### config.mk
export PLATFORM = sky130hd
export DESIGN_NAME = cpu6502_top
export DESIGN_NICKNAME = d
export VERILOG_FILES = /design/src/verilog/cpu6502_pkg.sv /design/src/verilog/cpu_alu.sv /design/src/verilog/cpu_decoder.sv /design/src/verilog/cpu_control.sv /design/src/verilog/cpu_datapath.sv /design/src/verilog/cpu6502_top.sv
export SDC_FILE = /design/constraint.sdc
export NUM_CORES = 1
export LEC_CHECK = 0
export BUFFER_PORTS_ARGS = -buffer_cell sky130_fd_sc_hd__buf_4
export CAP_MARGIN = 0
export CELL_PAD_IN_SITES_DETAIL_PLACEMENT = 1
export CELL_PAD_IN_SITES_GLOBAL_PLACEMENT = 1
export CORE_MARGIN = 2
export CORE_UTILIZATION = 34
export DETAILED_ROUTE_END_ITERATION = 10
export PLACE_DENSITY_LB_ADDON = 0.1
export SLEW_MARGIN = 20
export SYNTH_ARGS = -nofsm -noshare
export SYNTH_HDL_FRONTEND = slang
export SYNTH_SLANG_ARGS = --single-unit
### constraint.sdc
create_clock -name clk -period 4.5 [get_ports clk]
set_input_delay 0.675 -clock clk [delete_from_list [all_inputs] [get_ports clk]]
set_output_delay 0.675 -clock clk [all_outputs]
set_load 0.1 [all_outputs]
### src/verilog/cpu6502_pkg.sv
// ------------------------------------------------------------
// Shared types for the reduced 6502 core
// Opcode values follow the standard 6502 encodings
// Status keeps only the carry flag; N, Z and V are not modelled
// ------------------------------------------------------------
`default_nettype none

package cpu6502_pkg;

  typedef logic [15:0] word_t;
  typedef logic [7:0]  byte_t;

  // Kept opcodes
  typedef enum logic [7:0] {
    lda_imm = 8'hA9,
    ldx_imm = 8'hA2,
    ldy_imm = 8'hA0,
    lda_abs = 8'hAD,
    ldx_abs = 8'hAE,
    ldy_abs = 8'hAC,
    sta_abs = 8'h8D,
    stx_abs = 8'h8E,
    sty_abs = 8'h8C,
    jmp_abs = 8'h4C,
    adc_abs = 8'h6D,
    sbc_abs = 8'hED,
    and_abs = 8'h2D,
    ora_abs = 8'h0D,
    eor_abs = 8'h4D,
    clc_imp = 8'h18,
    sec_imp = 8'h38,
    nop_imp = 8'hEA,
    asl_acc = 8'h0A,
    lsr_acc = 8'h4A,
    rol_acc = 8'h2A,
    ror_acc = 8'h6A
  } opcode_e;

  typedef enum logic [2:0] {
    st_vector_lo,
    st_vector_hi,
    st_fetch,
    st_decode,
    st_abs_lo,
    st_abs_hi,
    st_abs_exec
  } state_e;

  typedef enum logic [1:0] {
    mode_single,
    mode_imm,
    mode_abs,
    mode_jmp
  } addr_mode_e;

  typedef enum logic [2:0] {
    alu_add,
    alu_and,
    alu_or,
    alu_xor,
    alu_shl,
    alu_shr
  } alu_op_e;

  typedef enum logic [1:0] {
    dest_none,
    dest_a,
    dest_x,
    dest_y
  } dest_e;

  // Execution controls produced by the decoder
  typedef struct packed {
    addr_mode_e mode;
    alu_op_e    alu_op;
    dest_e      dest;
    dest_e      store_src;
    logic       use_alu;
    logic       invert_b;
    logic       carry_en;
    logic       write_carry;
    logic       set_carry_op;
    logic       set_carry_val;
  } decode_t;

  // Byte-wide memory port request
  typedef struct packed {
    word_t address;
    byte_t wr_data;
    logic  wr_enable;
  } bus_req_t;

endpackage

`default_nettype wire

### src/verilog/cpu_alu.sv
// ------------------------------------------------------------
// 8-bit combinational ALU
// Shifts move cin into the vacated bit and the lost bit to cout
// Logic functions pass cin straight through to cout
// ------------------------------------------------------------
`timescale 1ns/10ps
`default_nettype none

module cpu_alu
  import cpu6502_pkg::*;
(
  input  wire alu_op_e op,
  input  wire byte_t   a,
  input  wire byte_t   b,
  input  wire logic    cin,
  output byte_t        y,
  output logic         cout
);

  // Nine-bit sum keeps the carry out of bit 7
  logic [8:0] sum;

  assign sum = {1'b0, a} + {1'b0, b} + {8'd0, cin};

  always_comb begin
    y    = a;
    cout = cin;
    case (op)
      alu_add: begin
        y    = sum[7:0];
        cout = sum[8];
      end
      alu_and: begin
        y = a & b;
      end
      alu_or: begin
        y = a | b;
      end
      alu_xor: begin
        y = a ^ b;
      end
      // ASL with cin 0, ROL with the carry flag
      alu_shl: begin
        y    = {a[6:0], cin};
        cout = a[7];
      end
      // LSR with cin 0, ROR with the carry flag
      alu_shr: begin
        y    = {cin, a[7:1]};
        cout = a[0];
      end
      default: begin
        y    = a;
        cout = cin;
      end
    endcase
  end

endmodule

`default_nettype wire

### src/verilog/cpu_decoder.sv
// ------------------------------------------------------------
// Opcode decoder, purely combinational
// Any opcode outside the kept set decodes as a one-byte NOP
// ------------------------------------------------------------
`timescale 1ns/10ps
`default_nettype none

module cpu_decoder
  import cpu6502_pkg::*;
(
  input  wire opcode_e ir,
  output decode_t      dec
);

  always_comb begin
    // Defaults describe a single-byte instruction with no effect
    dec               = '0;
    dec.mode          = mode_single;
    dec.alu_op        = alu_add;
    dec.dest          = dest_none;
    dec.store_src     = dest_none;

    case (ir)
      // Immediate loads
      lda_imm: begin
        dec.mode = mode_imm;
        dec.dest = dest_a;
      end
      ldx_imm: begin
        dec.mode = mode_imm;
        dec.dest = dest_x;
      end
      ldy_imm: begin
        dec.mode = mode_imm;
        dec.dest = dest_y;
      end

      // Absolute loads and stores
      lda_abs: begin
        dec.mode = mode_abs;
        dec.dest = dest_a;
      end
      ldx_abs: begin
        dec.mode = mode_abs;
        dec.dest = dest_x;
      end
      ldy_abs: begin
        dec.mode = mode_abs;
        dec.dest = dest_y;
      end
      sta_abs: begin
        dec.mode      = mode_abs;
        dec.store_src = dest_a;
      end
      stx_abs: begin
        dec.mode      = mode_abs;
        dec.store_src = dest_x;
      end
      sty_abs: begin
        dec.mode      = mode_abs;
        dec.store_src = dest_y;
      end

      jmp_abs: dec.mode = mode_jmp;

      // ------------------------------------------------------------
      // Accumulator arithmetic and logic, operand from memory
      // ------------------------------------------------------------
      adc_abs, sbc_abs: begin
        dec.mode        = mode_abs;
        dec.alu_op      = alu_add;
        dec.dest        = dest_a;
        dec.use_alu     = 1'b1;
        dec.carry_en    = 1'b1;
        dec.write_carry = 1'b1;
        // A + ~M + C gives the 6502 borrow convention
        dec.invert_b    = (ir == sbc_abs);
      end
      and_abs, ora_abs, eor_abs: begin
        dec.mode    = mode_abs;
        dec.dest    = dest_a;
        dec.use_alu = 1'b1;
        dec.alu_op  = (ir == and_abs) ? alu_and :
                      (ir == ora_abs) ? alu_or : alu_xor;
      end

      // Accumulator shifts and rotates
      asl_acc, lsr_acc, rol_acc, ror_acc: begin
        dec.mode        = mode_single;
        dec.dest        = dest_a;
        dec.use_alu     = 1'b1;
        dec.write_carry = 1'b1;
        dec.alu_op      = (ir == asl_acc || ir == rol_acc) ? alu_shl : alu_shr;
        dec.carry_en    = (ir == rol_acc || ir == ror_acc);
      end

      // Carry flag control
      clc_imp: dec.set_carry_op = 1'b1;
      sec_imp: begin
        dec.set_carry_op  = 1'b1;
        dec.set_carry_val = 1'b1;
      end

      default: dec.mode = mode_single;
    endcase
  end

endmodule

`default_nettype wire

### src/verilog/cpu_control.sv
// ------------------------------------------------------------
// Control FSM, program counter and memory port
// Memory must answer reads combinationally in the same cycle
// Stores hold wr_enable high for the execute cycle only
// ------------------------------------------------------------
`timescale 1ns/10ps
`default_nettype none

module cpu_control
  import cpu6502_pkg::*;
#(
  parameter word_t reset_vector = 16'hFFFC
) (
  input  wire logic    clk,
  input  wire logic    resetn,
  input  wire byte_t   rd_data,
  input  wire decode_t dec,
  input  wire byte_t   store_data,
  output opcode_e      ir,
  output logic         exec_strobe,
  output bus_req_t     mem_req
);

  state_e state;
  word_t  pc;
  byte_t  operand_lo;
  word_t  addr_q;
  byte_t  wr_data_q;
  logic   wr_en_q;
  logic   is_store;

  assign is_store = (dec.store_src != dest_none);

  // Operand byte is on rd_data in decode for short forms, in exec otherwise
  assign exec_strobe = (state == st_abs_exec) ||
                       ((state == st_decode) &&
                        (dec.mode == mode_single || dec.mode == mode_imm));

  assign mem_req = '{address: addr_q, wr_data: wr_data_q, wr_enable: wr_en_q};

  // ------------------------------------------------------------
  // State, PC and bus address
  // ------------------------------------------------------------
  always_ff @(posedge clk) begin
    if (!resetn) begin
      state   <= st_vector_lo;
      pc      <= '0;
      ir      <= nop_imp;
      addr_q  <= reset_vector;
      wr_en_q <= 1'b0;
    end else begin
      case (state)
        st_vector_lo: begin
          pc[7:0] <= rd_data;
          addr_q  <= reset_vector + 16'd1;
          state   <= st_vector_hi;
        end
        st_vector_hi: begin
          pc     <= {rd_data, pc[7:0]};
          addr_q <= {rd_data, pc[7:0]};
          state  <= st_fetch;
        end
        st_fetch: begin
          ir     <= opcode_e'(rd_data);
          addr_q <= pc + 16'd1;
          state  <= st_decode;
        end
        st_decode: begin
          case (dec.mode)
            mode_single: begin
              pc     <= pc + 16'd1;
              addr_q <= pc + 16'd1;
              state  <= st_fetch;
            end
            mode_imm: begin
              pc     <= pc + 16'd2;
              addr_q <= pc + 16'd2;
              state  <= st_fetch;
            end
            // Absolute and JMP read the high operand byte next
            default: begin
              addr_q <= pc + 16'd2;
              state  <= st_abs_hi;
            end
          endcase
        end
        st_abs_hi: begin
          addr_q <= {rd_data, operand_lo};
          if (dec.mode == mode_jmp) begin
            pc    <= {rd_data, operand_lo};
            state <= st_fetch;
          end else begin
            wr_en_q <= is_store;
            state   <= st_abs_exec;
          end
        end
        st_abs_exec: begin
          wr_en_q <= 1'b0;
          pc      <= pc + 16'd3;
          addr_q  <= pc + 16'd3;
          state   <= st_fetch;
        end
        default: begin
          wr_en_q <= 1'b0;
          addr_q  <= pc;
          state   <= st_fetch;
        end
      endcase
    end
  end

  // Operand and store data latches
  always_ff @(posedge clk) begin
    if (state == st_decode) begin
      operand_lo <= rd_data;
    end
    if (state == st_abs_hi) begin
      wr_data_q <= store_data;
    end
  end

endmodule

`default_nettype wire

### src/verilog/cpu_datapath.sv
// ------------------------------------------------------------
// A, X and Y registers plus the carry flag
// Registers load one cycle after exec_strobe
// ------------------------------------------------------------
`timescale 1ns/10ps
`default_nettype none

module cpu_datapath
  import cpu6502_pkg::*;
(
  input  wire logic    clk,
  input  wire logic    resetn,
  input  wire byte_t   rd_data,
  input  wire decode_t dec,
  input  wire logic    exec_strobe,
  input  wire byte_t   alu_y,
  input  wire logic    alu_cout,
  output byte_t        alu_a,
  output byte_t        alu_b,
  output logic         alu_cin,
  output alu_op_e      alu_op,
  output byte_t        store_data
);

  byte_t a_reg;
  byte_t x_reg;
  byte_t y_reg;
  logic  carry_flag;
  byte_t wb_data;
  logic  is_shift;

  // ------------------------------------------------------------
  // ALU operand selection
  // ------------------------------------------------------------
  assign is_shift = (dec.alu_op == alu_shl) || (dec.alu_op == alu_shr);
  assign alu_op   = dec.alu_op;
  assign alu_a    = a_reg;

  always_comb begin
    if (is_shift) begin
      alu_b = a_reg;
    end else if (dec.invert_b) begin
      alu_b = ~rd_data;
    end else begin
      alu_b = rd_data;
    end
  end

  // Shifts without carry_en see a zero coming in
  assign alu_cin = dec.carry_en ? carry_flag : 1'b0;

  // Loads take the memory byte, everything else the ALU result
  assign wb_data = dec.use_alu ? alu_y : rd_data;

  // Source register for STA, STX, STY
  always_comb begin
    case (dec.store_src)
      dest_x:  store_data = x_reg;
      dest_y:  store_data = y_reg;
      default: store_data = a_reg;
    endcase
  end

  // ------------------------------------------------------------
  // Register write-back
  // ------------------------------------------------------------
  always_ff @(posedge clk) begin
    if (!resetn) begin
      a_reg      <= '0;
      x_reg      <= '0;
      y_reg      <= '0;
      carry_flag <= 1'b0;
    end else if (exec_strobe) begin
      case (dec.dest)
        dest_a:  a_reg <= wb_data;
        dest_x:  x_reg <= wb_data;
        dest_y:  y_reg <= wb_data;
        default: a_reg <= a_reg;
      endcase

      // CLC and SEC take priority over any ALU carry
      if (dec.set_carry_op) begin
        carry_flag <= dec.set_carry_val;
      end else if (dec.write_carry) begin
        carry_flag <= alu_cout;
      end
    end
  end

endmodule

`default_nettype wire

### src/verilog/cpu6502_top.sv
// ------------------------------------------------------------
// Reduced 6502 core, single byte-wide memory port
// Read data must be valid in the cycle the address is driven
// ------------------------------------------------------------
`timescale 1ns/10ps
`default_nettype none

module cpu6502_top
  import cpu6502_pkg::*;
#(
  parameter word_t reset_vector = 16'hFFFC
) (
  input  wire logic  clk,
  input  wire logic  resetn,
  input  wire byte_t rd_data,
  output bus_req_t   mem_req
);

  opcode_e ir;
  decode_t dec;
  logic    exec_strobe;
  byte_t   store_data;
  byte_t   alu_a;
  byte_t   alu_b;
  byte_t   alu_y;
  logic    alu_cin;
  logic    alu_cout;
  alu_op_e alu_op;

  cpu_control #(
    .reset_vector (reset_vector)
  ) i_control (
    .clk         (clk),
    .resetn      (resetn),
    .rd_data     (rd_data),
    .dec         (dec),
    .store_data  (store_data),
    .ir          (ir),
    .exec_strobe (exec_strobe),
    .mem_req     (mem_req)
  );

  cpu_decoder i_decoder (
    .ir  (ir),
    .dec (dec)
  );

  cpu_datapath i_datapath (
    .clk         (clk),
    .resetn      (resetn),
    .rd_data     (rd_data),
    .dec         (dec),
    .exec_strobe (exec_strobe),
    .alu_y       (alu_y),
    .alu_cout    (alu_cout),
    .alu_a       (alu_a),
    .alu_b       (alu_b),
    .alu_cin     (alu_cin),
    .alu_op      (alu_op),
    .store_data  (store_data)
  );

  cpu_alu i_alu (
    .op   (alu_op),
    .a    (alu_a),
    .b    (alu_b),
    .cin  (alu_cin),
    .y    (alu_y),
    .cout (alu_cout)
  );

endmodule

`default_nettype wire

# Word-level counts from Yosys, hierarchy flattened
# Index checks and enable logic that the tools add are counted.
dict set report word_totals {
  input_bits 10
  output_inout_bits 25
  elab_cells 127
  regBits 85
}
dict set report op_classes {
  muxes 32
  n_eq_ne 41
  reduce_logical 32
  add_sub_neg 5
  bitwise 5
}
# op count
set ops {}
lappend ops {{one-hot mux 16 bit (6 select lines)} 1}
lappend ops {{equality test 8 bit (second input constant)} 10}
lappend ops {{one-hot mux 8 bit (4 select lines)} 2}
lappend ops {{one-hot mux 8 bit (6 select lines)} 1}
lappend ops {{equality test 8 x 7 -> 1 bit (second input constant)} 5}
lappend ops {{adder 16 x 2 -> 16 bit (second input constant)} 2}
lappend ops {{two-way mux 16 bit} 2}
lappend ops {{one-hot mux 16 bit (2 select lines)} 1}
lappend ops {{equality test 8 x 6 -> 1 bit (second input constant)} 3}
lappend ops {{two-way mux 8 bit} 3}
lappend ops {{OR reduction 11 bit} 2}
lappend ops {{one-hot mux 2 bit (3 select lines)} 3}
lappend ops {{adder 16 x 1 -> 16 bit (second input constant)} 1}
lappend ops {{equality test 8 x 4 -> 1 bit (second input constant)} 2}
lappend ops {{one-hot mux 8 bit (2 select lines)} 1}
lappend ops {{equality test 3 x 2 -> 1 bit (second input constant)} 4}
lappend ops {{equality test 3 bit (second input constant)} 4}
lappend ops {{one-hot mux 3 bit (4 select lines)} 1}
lappend ops {{equality test 2 bit (second input constant)} 5}
lappend ops {{two-way mux 1 bit} 10}
lappend ops {{AND reduction 2 bit} 5}
lappend ops {{OR reduction 2 bit} 5}
lappend ops {{adder 8 x 8 -> 9 bit} 1}
lappend ops {{adder 9 x 1 -> 9 bit} 1}
lappend ops {{26 further kinds} 40}

# Logic depth before layout (Yosys ltp)
dict set report logic_depth {
  ltp_word 12
  depth_mapped 16
  depth_no_buf 13
}

# Cells and area by module
# From an unflattened synthesis, not the netlist that was laid out.
dict set report unflattened {
  cells_unflattened 882
  area_unflattened_um2 7059.3
}
# module seq_area_each_um2 instances area_per_inst_um2 cells_per_inst
set by_module_without_submodules {}
lappend by_module_without_submodules {cpu_control 1361.3 1 4264.1 513}
lappend by_module_without_submodules {cpu_datapath 500.5 1 1375.1 159}
lappend by_module_without_submodules {cpu_alu 0.0 1 1056.0 155}
lappend by_module_without_submodules {cpu_decoder 0.0 1 364.1 55}

# Least setup slack after synthesis
# Ideal clock, no wire load.
dict set report synth_timing {
  path_type {register to register}
  startpoint {register i_control.ir[2]}
  endpoint {register i_datapath.a_reg[6], in the netlist i_datapath.alu_a[6]}
  arrival_ps 3542
  required_ps 4384
  setup_slack_ps 842
  setup_time_ps 116
  n_path_buf 4
  stages_incl_launch_ff 17
  synth_period_minus_slack_ps 3658
  cell_sequence {dfxtp_1 -> buf_6 -> nand4bb_1 -> clkbuf_1 -> or3_1 -> clkbuf_1 -> buf_1 -> nand2_1 -> a21boi_0 -> fa_1 -> fa_1 -> and3_1 -> o21ai_0 -> a21oi_1 -> xnor2_1 -> o221ai_1 -> a41o_1}
}
dict set report synth_via {
  elab_chain_cells 11
  word_cells_on_any_way 63
  classes_between {add/sub (2); eq/ne (26); mux (14); bitwise (3); reduce/logical (18)}
}
# element line
set synth_rtl {}
lappend synth_rtl {{from (decl)} cpu_control.sv:19} ;# output opcode_e ir,
lappend synth_rtl {{from (signal assigned)} cpu_control.sv:48} ;# ir <= nop_imp;
lappend synth_rtl {{from (signal assigned)} cpu_control.sv:64} ;# ir <= opcode_e'(rd_data);
lappend synth_rtl {{equality test 8 x 4 -> 1 bit (tied with other cells)} {cpu_decoder.sv:23, cpu_decoder.sv:84}}
lappend synth_rtl {{two-way mux 1 bit / logical OR 1 bit (equally long branches)} {cpu_decoder.sv:84, cpu_decoder.sv:93}}
lappend synth_rtl {{two-way mux 3 bit / two-way mux 1 bit (equally long branches)} {cpu_decoder.sv:83, cpu_decoder.sv:93}}
lappend synth_rtl {{one-hot mux 3 bit (2 select lines)} cpu_decoder.sv:23} ;# case (ir)
lappend synth_rtl {{equality test 3 bit} {cpu_alu.sv:28, cpu_datapath.sv:35}}
lappend synth_rtl {{logical OR 1 bit} cpu_datapath.sv:35} ;# assign is_shift = (dec.alu_op == alu_shl) || (dec.alu_op == alu_shr);
lappend synth_rtl {{two-way mux 8 bit} cpu_datapath.sv:40} ;# if (is_shift) begin
lappend synth_rtl {{adder 8 x 8 -> 9 bit} cpu_alu.sv:23} ;# assign sum = {1'b0, a} + {1'b0, b} + {8'd0, cin};
lappend synth_rtl {{adder 9 x 1 -> 9 bit} cpu_alu.sv:23}
lappend synth_rtl {{one-hot mux 8 bit (6 select lines)} cpu_alu.sv:28} ;# case (op)
lappend synth_rtl {{two-way mux 8 bit} cpu_datapath.sv:53} ;# assign wb_data = dec.use_alu ? alu_y : rd_data;
lappend synth_rtl {{to (signal assigned)} cpu_datapath.sv:75} ;# dest_a: a_reg <= wb_data;
lappend synth_rtl {{to (signal assigned)} cpu_datapath.sv:78} ;# default: a_reg <= a_reg;
lappend synth_rtl {{to (decl)} cpu_datapath.sv:25} ;# byte_t a_reg;
# Parallel ways exist; a longest one is shown, timed or not.
# A chain may end at the register's enable or synchronous reset.

# Worst setup path after layout
dict set report layout_timing {
  startpoint {register i_control.ir[0]}
  endpoint {register i_datapath.a_reg[4], in the netlist i_datapath.alu_a[4]}
}
# Same word-level chain as after synthesis.

==> flow_summary.yaml <==
worst_setup_path:
  worstSetupEndpointType: "register"
  cp_max_fo: 13
  cp_slowest_cell: "dfxtp_1"
  rrSetupSlack_ps: 390
  critPathBufInv: 0
  rr_endpoint: "i_datapath.alu_a[4]"
  crit_arrival_ps: 4390
  crit_path_cell_trace: "nand4bb_1 > or3_1 > nand2_1 > a21boi_0 > fa_1 > fa_1 > and3_1 > o21ai_0 > nand4_1 > a41oi_1 > nand3_1 > o31ai_1"
  critPathRequiredTime_ps: 4770
  path_common_cell: "fa_1"
  reg2reg_from: "i_control.ir[0]"
  critPathTopFamily: "simple AND/OR/NAND/NOR gates"
  reg2reg_depth: 12
  slowest_delay_ps: 580
  startpoint: "i_control.ir[0]"
  critPathLaunchType: "register"
  critPathKind: "reg -> reg"
synth:
  synth.distinct_cells: 83
  synth_area_per_cell_um2: 7.60
  yosysSeqAreaShare: 0.289
  async_flop_share: 0
  ys.flop_type: "dfxtp_1"
  yosys.area.top_type: "dfxtp_1"
  synth_common_cells: "nand2_1, dfxtp_1, o21ai_0"
  yosys-top-cells-area: "dfxtp_1, edfxtp_1, nand2_1, o21ai_0, a21oi_1"
  post-synth-top-count-cell: "nand2_1"
  syn_area_um2: 6450
  ys_ff_latch: 85
  yosysTopAreaCellShare: 0.214
  synth_edf_count: 16
  synthCells: 849
  ys_warn_count: 0
  syn_nets: 881
clock_network:
  worstSkewPairLatency_ps: 360
  clockBufferDepth: 2
  cts_resized: 0
  cts_buffers: 9
  cts_htree_levels: 3
  clock-sinks: 85
  postCtsSetupBuffers: 0
  tritoncts: "done"
  cts_hold_buffers: 0
  clockRootBuffer: "clkbuf_16"
  cts.clk_slew.worst_paths_ps: 80
sta:
  finalCritPeriodShare: 0.914
  hold_viol: 0
  tightestPinTransition_ps: 1050
  slew_headroom: 0.294
  fmax_mhz: 243
  hold_slack_ps: 464
  rsz0062_at_grt: "false"
  slew_viol_final: 0
  finalSetupViolCount: 0
  finalCriticalPeriod_ps: 4110
  fin_tns_setup_ps: 0
  finClkSkew_ps: 12.9
floorplanning:
  die_w_um: 142
  fp.dieH_um: 142
  core_um2: 18600
  pin_count: 35
  start_util: 0.346
  core.rowCount: 50
  dieArea_um2: 20100
global_route:
  grt_pass1_vias: 6602
  grt_usage: 0.265
  grt_pass1_wl_um: 40500
  grt_overflow_total: 0
  antenna_found_initial: 0
  grt_max_degree: 52
power_and_ir_drop:
  p_leak_nw: 2.53
  pwr_density_cell_nw_per_um2: 313
  peakVddDrop_mv: 0.191
min_path:
  holdPathEnd: "i_datapath.y_reg[4]"
  min_path_cells: 2
  hold_class: "reg -> reg"
  holdCritStartpoint: "i_datapath.y_reg[4]"
run:
  maxCapViolCount: 0
status:
  status: "finished, final reports clean"
cells_and_area:
  syn2layout_area_growth_pct: 11.2
  nNetsFinal: 877
  stdcell_area_um2: 7170
  final_util: 0.385
  drive_gt1_frac: 0.106
  reg.largest.list: "i_control.addr_q x16, i_control.pc x16"
  num_antenna_cells: 0
detailed_routing:
  detail-route-antenna-nets: 0
  wire_per_inst_um: 24.5
  drc_errors: 0
  drt-total-wl_um: 26500
  num_vias: 6881
  via_per_inst: 6.35
  first_pass_iters: 5
  first_iter_violations: 663
placement:
  dpl.hpwl_um: 18600
  place_area_um2: 6850
  gp_congestion: 0.928
  io_buffer_count: 34
## area by class of cell
cell class,instances,area [um2]
Fill cell,2323,11500
Timing Repair Buffer,55,413
Tap cell,234,293
Inverter,29,109
Sequential cell,85,1860
Clock buffer,10,250
Multi-Input combinational cell,665,4170
Clock inverter,6,73.8
## worst max-delay path by stage
stage                                      to  slack, ps  cells after the start
after floorplan           i_datapath.alu_a[6]        840                     16
after global placement    i_datapath.alu_a[4]        620                     13
after detailed placement  i_datapath.alu_a[4]        490                     12
after CTS                 i_datapath.alu_a[4]        470                     12
after global routing      i_datapath.alu_a[5]        110                     14
final                     i_datapath.alu_a[4]        390                     12
## kinds of logic (layout without fill, tap and decap cells)
| kind of cell | after synthesis | in the layout | synth area share |
|---|---|---|---|
| DFF | 85 | 85 | 0.289 |
| and+or+nand+nor | 320 | 320 | 0.240 |
| xor gates and xnor gates | 32 | 32 | 0.0434 |
| AOI/OAI and AO/OA | 273 | 273 | 0.289 |
| buffers and inverters | 99 | 100 | 0.0657 |
| adders and majority gates | 22 | 22 | 0.0450 |
| muxes | 18 | 18 | 0.0279 |
## stage by stage
| step | instances | power, W | setup slack, ps |
|---|---|---|---|
| 2_1_floorplan | 849 | 0.00125 | 842 |
| 3_3_place_gp | 1068 | 0.00140 | 616 |
| 3_5_place_dp | 1068 | 0.00141 | 493 |
| 4_1_cts | 1084 | 0.00225 | 471 |
| 5_1_grt | 1084 | 0.00232 | 112 |
| 6_report | 1084 | 0.00225 | 388 |
## routing by layer
layer / GRT usage / vias up / routed length [um]
met3: 0.0432 / 41 / 1770
met1: 0.393 / 3457 / 12800
met2: 0.391 / 255 / 11400
met5: 0 / - / 0
li1: - / 3128 / -
met4: 0.0811 / 0 / 521
## placed cells by master, fill, tap and decap left out, types with 7 or more instances in the layout
| cell | instances |
|---|---|
| nand3_1 | 32 |
| o22ai_1 | 14 |
| nor4_1 | 10 |
| or3_1 | 14 |
| clkbuf_16 | 10 |
| a22oi_1 | 13 |
| dfxtp_1 | 69 |
| nor2_1 | 56 |
| nor2b_1 | 7 |
| xnor2_1 | 24 |
| xor2_1 | 8 |
| nand2b_1 | 8 |
| o211ai_1 | 10 |
| inv_1 | 27 |
| edfxtp_1 | 16 |
| buf_4 | 55 |
| a211oi_1 | 11 |
| a21o_1 | 9 |
| mux2i_1 | 18 |
| o21ai_0 | 65 |
| a21oi_1 | 56 |
| ha_1 | 20 |
| nor3_1 | 23 |
| a221oi_1 | 12 |
| nand4_1 | 7 |
| a21boi_0 | 7 |
| a31oi_1 | 8 |
| nand2_1 | 123 |
| and3_1 | 8 |
## power by group
| part | leakage, nW | internal [W] | switching, W | total, W |
|---|---|---|---|---|
| registers | 0.709 | 0.000809 | 0.0000622 | 0.000871 |
| logic | 1.66 | 0.000154 | 0.000375 | 0.000529 |
| clock network | 0.159 | 0.000473 | 0.000373 | 0.000846 |
## tightest hold or removal path: cells and delay by family (launching register included)
family,cells,cell delay [ps]
and+or+nand+nor,1,50
AOI/OAI and AO/OA,1,60
DFF,1,310
(Power assumes the default switching activity.)
